--- src/verilog/core_pkg.sv ---
package core_pkg;

  typedef logic [31:0] word_t;
  typedef logic [4:0]  reg_idx_t;
  typedef logic [4:0]  opcode_t;
  typedef logic [2:0]  funct3_t;

  // major opcodes, instr[6:2]
  localparam opcode_t OP_LUI    = 5'b01101;
  localparam opcode_t OP_AUIPC  = 5'b00101;
  localparam opcode_t OP_JAL    = 5'b11011;
  localparam opcode_t OP_JALR   = 5'b11001;
  localparam opcode_t OP_BRANCH = 5'b11000;
  localparam opcode_t OP_LOAD   = 5'b00000;
  localparam opcode_t OP_STORE  = 5'b01000;
  localparam opcode_t OP_CALRI  = 5'b00100;
  localparam opcode_t OP_CALRR  = 5'b01100;
  localparam opcode_t OP_SYS    = 5'b11100;

  typedef enum logic [3:0] {
    ALU_ADD,
    ALU_SUB,
    ALU_SLL,
    ALU_SLT,
    ALU_SLTU,
    ALU_XOR,
    ALU_SRL,
    ALU_SRA,
    ALU_OR,
    ALU_AND
  } alu_op_t;

  // branch funct3
  localparam funct3_t BR_BEQ  = 3'b000;
  localparam funct3_t BR_BNE  = 3'b001;
  localparam funct3_t BR_BLT  = 3'b100;
  localparam funct3_t BR_BGE  = 3'b101;
  localparam funct3_t BR_BLTU = 3'b110;
  localparam funct3_t BR_BGEU = 3'b111;

endpackage

--- src/verilog/csr_pkg.sv ---
package csr_pkg;

  typedef logic [11:0] csr_addr_t;

  // machine csrs held by the core
  localparam csr_addr_t CSR_MTVEC  = 12'h305;
  localparam csr_addr_t CSR_MEPC   = 12'h341;
  localparam csr_addr_t CSR_MCAUSE = 12'h342;

  // environment call from M-mode
  localparam logic [31:0] CAUSE_ECALL = 32'd11;

endpackage

--- src/verilog/core_ifs.sv ---
`timescale 1ns/1ps

// decoded instruction, one per valid/ready transfer
interface exec_if import core_pkg::*, csr_pkg::*; ();
  logic      valid;
  logic      ready;
  word_t     pc, src1, src2, imm, csr_rdata, alu_a, alu_b;
  opcode_t   opcode;
  funct3_t   funct;
  reg_idx_t  rd;
  csr_addr_t csr_addr;
  alu_op_t   alu_op;

  modport decode (
    output valid, pc, opcode, funct, rd, src1, src2, imm, csr_addr, csr_rdata,
           alu_a, alu_b, alu_op,
    input  ready
  );
  modport execute (
    input  valid, pc, opcode, funct, rd, src1, src2, imm, csr_addr, csr_rdata,
           alu_a, alu_b, alu_op,
    output ready
  );
endinterface


// register and csr read ports
interface rf_if import core_pkg::*, csr_pkg::*; ();
  reg_idx_t  rs1, rs2;
  csr_addr_t csr_addr;
  word_t     rdata1, rdata2, csr_rdata;

  modport reader (output rs1, rs2, csr_addr, input rdata1, rdata2, csr_rdata);
  modport provider (input rs1, rs2, csr_addr, output rdata1, rdata2, csr_rdata);
endinterface

--- src/verilog/decode_unit.sv ---
`timescale 1ns/1ps

module decode_unit import core_pkg::*, csr_pkg::*; #(
  parameter word_t RESET_PC = '0
) (
  input  logic   clk,
  input  logic   rstn,
  input  logic   instr_valid,
  output logic   instr_ready,
  input  word_t  instr,
  output word_t  pc,
  input  word_t  npc,
  exec_if.decode ex,
  rf_if.reader   rf
);

  opcode_t opcode;
  funct3_t funct;
  word_t   imm;
  word_t   src1;
  word_t   csr_rdata;
  alu_op_t calc_op;

  assign opcode    = instr[6:2];
  assign funct     = instr[14:12];
  assign src1      = rf.rdata1;
  assign csr_rdata = rf.csr_rdata;

  assign rf.rs1 = instr[19:15];
  assign rf.rs2 = instr[24:20];

  // ecall needs mtvec and mret needs mepc as jump target
  always_comb begin
    if (opcode == OP_SYS && funct == 3'b000) begin
      rf.csr_addr = instr[21] ? CSR_MEPC : CSR_MTVEC;
    end else begin
      rf.csr_addr = instr[31:20];
    end
  end

  always_comb begin
    case (opcode)
      OP_LUI, OP_AUIPC: imm = {instr[31:12], 12'b0};
      OP_JAL:    imm = {{12{instr[31]}}, instr[19:12], instr[20], instr[30:21], 1'b0};
      OP_BRANCH: imm = {{20{instr[31]}}, instr[7], instr[30:25], instr[11:8], 1'b0};
      OP_STORE:  imm = {{20{instr[31]}}, instr[31:25], instr[11:7]};
      default:   imm = {{20{instr[31]}}, instr[31:20]};
    endcase
  end

  // instr[30] picks sub and sra
  always_comb begin
    case (funct)
      3'b000:  calc_op = (opcode == OP_CALRR && instr[30]) ? ALU_SUB : ALU_ADD;
      3'b001:  calc_op = ALU_SLL;
      3'b010:  calc_op = ALU_SLT;
      3'b011:  calc_op = ALU_SLTU;
      3'b100:  calc_op = ALU_XOR;
      3'b101:  calc_op = instr[30] ? ALU_SRA : ALU_SRL;
      3'b110:  calc_op = ALU_OR;
      default: calc_op = ALU_AND;
    endcase
  end

  always_comb begin
    ex.alu_a  = src1;
    ex.alu_b  = imm;
    ex.alu_op = ALU_ADD;
    case (opcode)
      OP_LUI:   ex.alu_a = '0;
      OP_AUIPC: ex.alu_a = pc;
      OP_JAL, OP_JALR: begin
        // link address
        ex.alu_a = pc;
        ex.alu_b = 32'd4;
      end
      OP_BRANCH: begin
        ex.alu_b = rf.rdata2;
        case (funct)
          BR_BEQ, BR_BNE: ex.alu_op = ALU_SUB;
          BR_BLT, BR_BGE: ex.alu_op = ALU_SLT;
          default:        ex.alu_op = ALU_SLTU;
        endcase
      end
      OP_CALRI: ex.alu_op = calc_op;
      OP_CALRR: begin
        ex.alu_b  = rf.rdata2;
        ex.alu_op = calc_op;
      end
      OP_SYS: begin
        // new csr value from old value and rs1
        ex.alu_a = csr_rdata;
        ex.alu_b = src1;
        case (funct)
          3'b001: ex.alu_a = '0;
          3'b010: ex.alu_op = ALU_OR;
          default: begin
            ex.alu_b  = ~src1;
            ex.alu_op = ALU_AND;
          end
        endcase
      end
      default: ;
    endcase
  end

  assign instr_ready  = ex.ready;
  assign ex.valid     = instr_valid;
  assign ex.pc        = pc;
  assign ex.opcode    = opcode;
  assign ex.funct     = funct;
  assign ex.rd        = instr[11:7];
  assign ex.src1      = src1;
  assign ex.src2      = rf.rdata2;
  assign ex.imm       = imm;
  assign ex.csr_addr  = instr[31:20];
  assign ex.csr_rdata = csr_rdata;

  always_ff @(posedge clk) begin
    if (rstn) begin
      pc <= RESET_PC;
    end else if (instr_valid && ex.ready) begin
      pc <= npc;
    end
  end

endmodule

--- src/flat_wrapper.sv ---
// flat-port wrapper written by rule: the top's interface ports become plain ports
module decode_unit_flat import core_pkg::*, csr_pkg::*;
#(
  parameter word_t RESET_PC = '0
)
  (clk, rstn, instr_valid, instr_ready, instr, pc, npc, ex_valid, ex_pc, ex_opcode, ex_funct, ex_rd, ex_src1, ex_src2, ex_imm, ex_csr_addr, ex_csr_rdata, ex_alu_a, ex_alu_b, ex_alu_op, ex_ready, rf_rs1, rf_rs2, rf_csr_addr, rf_rdata1, rf_rdata2, rf_csr_rdata);
  exec_if ex_i ();
  rf_if rf_i ();
  input  logic clk;
  input  logic rstn;
  input  logic instr_valid;
  output logic instr_ready;
  input  word_t instr;
  output word_t pc;
  input  word_t npc;
  output wire logic [$bits(ex_i.valid)-1:0] ex_valid;
  output wire logic [$bits(ex_i.pc)-1:0] ex_pc;
  output wire logic [$bits(ex_i.opcode)-1:0] ex_opcode;
  output wire logic [$bits(ex_i.funct)-1:0] ex_funct;
  output wire logic [$bits(ex_i.rd)-1:0] ex_rd;
  output wire logic [$bits(ex_i.src1)-1:0] ex_src1;
  output wire logic [$bits(ex_i.src2)-1:0] ex_src2;
  output wire logic [$bits(ex_i.imm)-1:0] ex_imm;
  output wire logic [$bits(ex_i.csr_addr)-1:0] ex_csr_addr;
  output wire logic [$bits(ex_i.csr_rdata)-1:0] ex_csr_rdata;
  output wire logic [$bits(ex_i.alu_a)-1:0] ex_alu_a;
  output wire logic [$bits(ex_i.alu_b)-1:0] ex_alu_b;
  output wire logic [$bits(ex_i.alu_op)-1:0] ex_alu_op;
  input wire logic [$bits(ex_i.ready)-1:0] ex_ready;
  output wire logic [$bits(rf_i.rs1)-1:0] rf_rs1;
  output wire logic [$bits(rf_i.rs2)-1:0] rf_rs2;
  output wire logic [$bits(rf_i.csr_addr)-1:0] rf_csr_addr;
  input wire logic [$bits(rf_i.rdata1)-1:0] rf_rdata1;
  input wire logic [$bits(rf_i.rdata2)-1:0] rf_rdata2;
  input wire logic [$bits(rf_i.csr_rdata)-1:0] rf_csr_rdata;
  assign ex_valid = ex_i.valid;
  assign ex_pc = ex_i.pc;
  assign ex_opcode = ex_i.opcode;
  assign ex_funct = ex_i.funct;
  assign ex_rd = ex_i.rd;
  assign ex_src1 = ex_i.src1;
  assign ex_src2 = ex_i.src2;
  assign ex_imm = ex_i.imm;
  assign ex_csr_addr = ex_i.csr_addr;
  assign ex_csr_rdata = ex_i.csr_rdata;
  assign ex_alu_a = ex_i.alu_a;
  assign ex_alu_b = ex_i.alu_b;
  assign ex_alu_op = ex_i.alu_op;
  assign ex_i.ready = ex_ready;
  assign rf_rs1 = rf_i.rs1;
  assign rf_rs2 = rf_i.rs2;
  assign rf_csr_addr = rf_i.csr_addr;
  assign rf_i.rdata1 = rf_rdata1;
  assign rf_i.rdata2 = rf_rdata2;
  assign rf_i.csr_rdata = rf_csr_rdata;
  decode_unit #(.RESET_PC(RESET_PC)) u_core (.clk(clk), .rstn(rstn), .instr_valid(instr_valid), .instr_ready(instr_ready), .instr(instr), .pc(pc), .npc(npc), .ex(ex_i), .rf(rf_i));
endmodule
--- config.mk ---
export PLATFORM = sky130hd
export DESIGN_NAME = decode_unit_flat
export DESIGN_NICKNAME = d
export VERILOG_FILES = /design/src/verilog/core_pkg.sv /design/src/verilog/csr_pkg.sv /design/src/verilog/core_ifs.sv /design/src/verilog/decode_unit.sv /design/src/flat_wrapper.sv
export SDC_FILE = /design/constraint.sdc
export NUM_CORES = 1
export LEC_CHECK = 0
export BUFFER_PORTS_ARGS = -buffer_cell sky130_fd_sc_hd__buf_4
export CORE_AREA = 2 2 184 186
export DETAILED_ROUTE_END_ITERATION = 6
export DIE_AREA = 0 0 186 188
export PLACE_DENSITY = 0.41
export SLEW_MARGIN = 25
export SYNTH_ARGS = -nofsm -noshare
export SYNTH_HDL_FRONTEND = slang
export SYNTH_SLANG_ARGS = --single-unit
--- constraint.sdc ---
create_clock -name clk -period 2.5 [get_ports clk]
set_clock_uncertainty 0.1 [all_clocks]
set_input_delay 0.5 -clock clk [delete_from_list [all_inputs] [get_ports clk]]
set_output_delay 0.5 -clock clk [all_outputs]
set_load 0.01 [all_outputs]
==> run summary <==
part of the power in the clock network -> 22.4%
Reg clk slew, reported paths -> 0.06 ns
Sum Neg Setup Slack -> -0.000564 ns
Leak Pwr -> 4.06 nW
Least-Margin Pin Slew -> 0.385 ns
critical path peak fanout -> 32
Post-DRT Antenna Nets -> 0
status -> finished, violations left
Routed WL per cell -> 19.6 um
dpl cells -> 1,401
Setup Viol. Count Final -> 1
routability cong. -> 0.807
maximum clock frequency -> 400 MHz
fin cells -> 1,417
VDD IR-drop max -> 280 uV
CTS tree -> built
Met3 Wirelength -> 1580 um
ranking of synthesized cells by area -> buf_4 (28%), dfxtp_1 (14%), a221o_1 (10%)
final hold vios -> 0
worst setup margin -> -0.000564 ns
YS warnings -> 0
total core area -> 0.0331 mm^2
most instantiated cells after synthesis -> buf_4 (169), nand2_1 (108), a21oi_1 (47)
count leader, synth -> buf_4
nets -> 1,132
Gate Count Post-Synth -> 625
failing checks -> negative setup slack
Die Y -> 188 um
largest registers -> u_core.ex.pc x32
GRT overflow -> 0
crit path kind -> input port to output port
Post-Syn Nets -> 789
# Max-Cap Violations -> 0
Slew HR -> 74.3%
asr flop ratio synth -> 0%
Starting DRT DRC Count -> 274
Met2 Wirelength -> 13,800 um
largest net degree at the start of global routing -> 34
Metal-1 WL -> 12,300 um
Cell Rows -> 67
Comb pwr share -> 56.9%
Worst Setup End Kind -> output port
sw frac -> 37.0%
via count -> 5,609
Total Power -> 2.75 mW
RSZ-0062 raised after global routing -> true
Worst Setup Start Kind -> input port
critical path arrival -> 1.90 ns
num ports -> 473
Final Max Slew Viols -> 0
Seq pwr share -> 20.6%
Post-Syn Area -> 0.00452 mm^2
NetSw -> 1.02 mW
clk_lat worst skew -> 0.28 ns
area leader, netlist -> buf_4
Longest Clk Path Bufs -> 2
first-pass GRT wire length -> 38,200 um
H-tree depth -> 2
internal power -> 1.73 mW
layout cell share with drive strength beyond 1 -> 61.6%
Initial Utilization -> 13.6%
vias in the first global route -> 5,419
antenna diode instance count -> 0
max reg flops -> 32
library cells used by synthesis -> 42
minimum clock period -> 2.50 ns
CTS Sinks -> 32
pre-CTS WS -> -0.156 ns
die width -> 186 um
vias per inst -> 3.96
final WL -> 27,800 um
CTS Buf Count -> 5
Worst R2R Setup Slack -> 1.65 ns
filler cell count -> 3,722
Core Util, Final -> 25.5%
register area share after synthesis -> 14.2%
highest metal used -> met4
synthesized flop and latch total -> 32
HP Class -> input port to flop
Post-synth EDFFs -> 0
top cell type's share of synthesized area -> 28.1%
DR pass1 iterations -> 4
Critical Path RT -> 1.90 ns
PortBufs -> 470
Die ar. -> 0.0350 mm^2
Residual DRC -> 0
Synth-to-Final Area Change -> 86.5%
GRT Overall Usage -> 14.9%
largest reg by FF count -> u_core.ex.pc
dpl hpwl -> 23,100 um
clock root cell -> clkbuf_16
initial antenna violation count -> 0
hold buffers post-CTS -> 0
PwrDens -> 326 mW/mm^2
Synth Flop Type -> dfxtp_1
synthesized area per cell -> 7.23 um^2
post-route clock period utilization -> 100%
[logic make-up (layout without fill, tap and decap cells)]
| logic type | count (synthesis) | in the layout | synth area share [%] |
|---|---|---|---|
| XOR/XNOR | 34 | 34 | 6.59 |
| buffers and inverters | 226 | 570 | 33.4 |
| AO/OA/AOI/OAI | 149 | 149 | 24.8 |
| flip-flops | 32 | 32 | 14.2 |
| AND/OR/NAND/NOR | 181 | 181 | 20.4 |
| multiplexers | 3 | 3 | 0.692 |
[through the flow]
| step | hold WS (ns) | area (um^2) |
|---|---|---|
| global route | 0.350 | 8430 |
| finish | 0.364 | 8430 |
| global placement | 0.385 | 7870 |
| floorplan | 0.395 | 4520 |
| detailed placement | 0.380 | 7870 |
| CTS | 0.352 | 8160 |
[routing by layer]
metal  track usage [%]  vias to the layer above
met5                 0                        -
met1              19.8                     2668
met3              1.57                        6
li1                  -                     2689
met4              1.97                        0
met2              26.4                      246
[critical path, cell delays in order]
cell,delay (ns)
buf_12,0.11
and4bb_4,0.38
buf_6,0.11
a31oi_4,0.03
buf_12,0.19
a221o_1,0.39
buf_6,0.15
[layout by cell type (no fill, tap or decap), types with 8 or more instances in the layout]
cell	Yosys	routed
buf_6	1	28
nand2_1	108	107
and2_4	0	16
buf_4	169	500
inv_1	15	15
nand2b_1	8	8
a21oi_1	47	46
dfxtp_1	32	32
o21ai_1	10	9
xnor2_1	15	12
and2_0	30	12
a221o_1	45	45
xor2_1	19	19
and2_1	16	18
o221ai_1	12	11
buf_12	0	15
[layout make-up]
| type | count | area [um^2] | share of cell area [%] |
|---|---|---|---|
| Multi-Input combinational cell | 367 | 2570 | 30.5 |
| Clock buffer | 6 | 129 | 1.53 |
| Timing Repair Buffer | 547 | 4460 | 52.9 |
| Inverter | 15 | 56.3 | 0.668 |
| Tap cell | 448 | 561 | 6.65 |
| Sequential cell | 32 | 641 | 7.60 |
| Clock inverter | 2 | 16.3 | 0.193 |
[power by group through the flow]
stage | Sequential, mW | Clock, mW | Combinational [mW]
final | 0.567 | 0.616 | 1.56
after global routing | 0.572 | 0.671 | 1.67
after CTS | 0.568 | 0.645 | 1.53
after detailed placement | 0.579 | 0 | 1.50
after global placement | 0.579 | 0 | 1.50
after floorplan | 0.574 | 0 | 0.689
[final timing paths]
kind              cells after the start             start          endpoint
setup reg to reg                      2  u_core.ex.pc[23]  u_core.ex.pc[23]
hold / removal                        3           npc[29]  u_core.ex.pc[29]
hold reg to reg                       2  u_core.ex.pc[27]  u_core.ex.pc[27]
setup / recovery                      7          instr[6]      ex_alu_a[11]
[repair_timing]
item / CTS / global route
setup endpoints to repair: 52 / 53
pin swaps: 7 / 3
resized for setup: 30 / 59
buffers inserted: 1 / 5
hold endpoints to repair: 0 / 0
gates cloned: 1 / 1
Power figures use the tool's default switching activity.
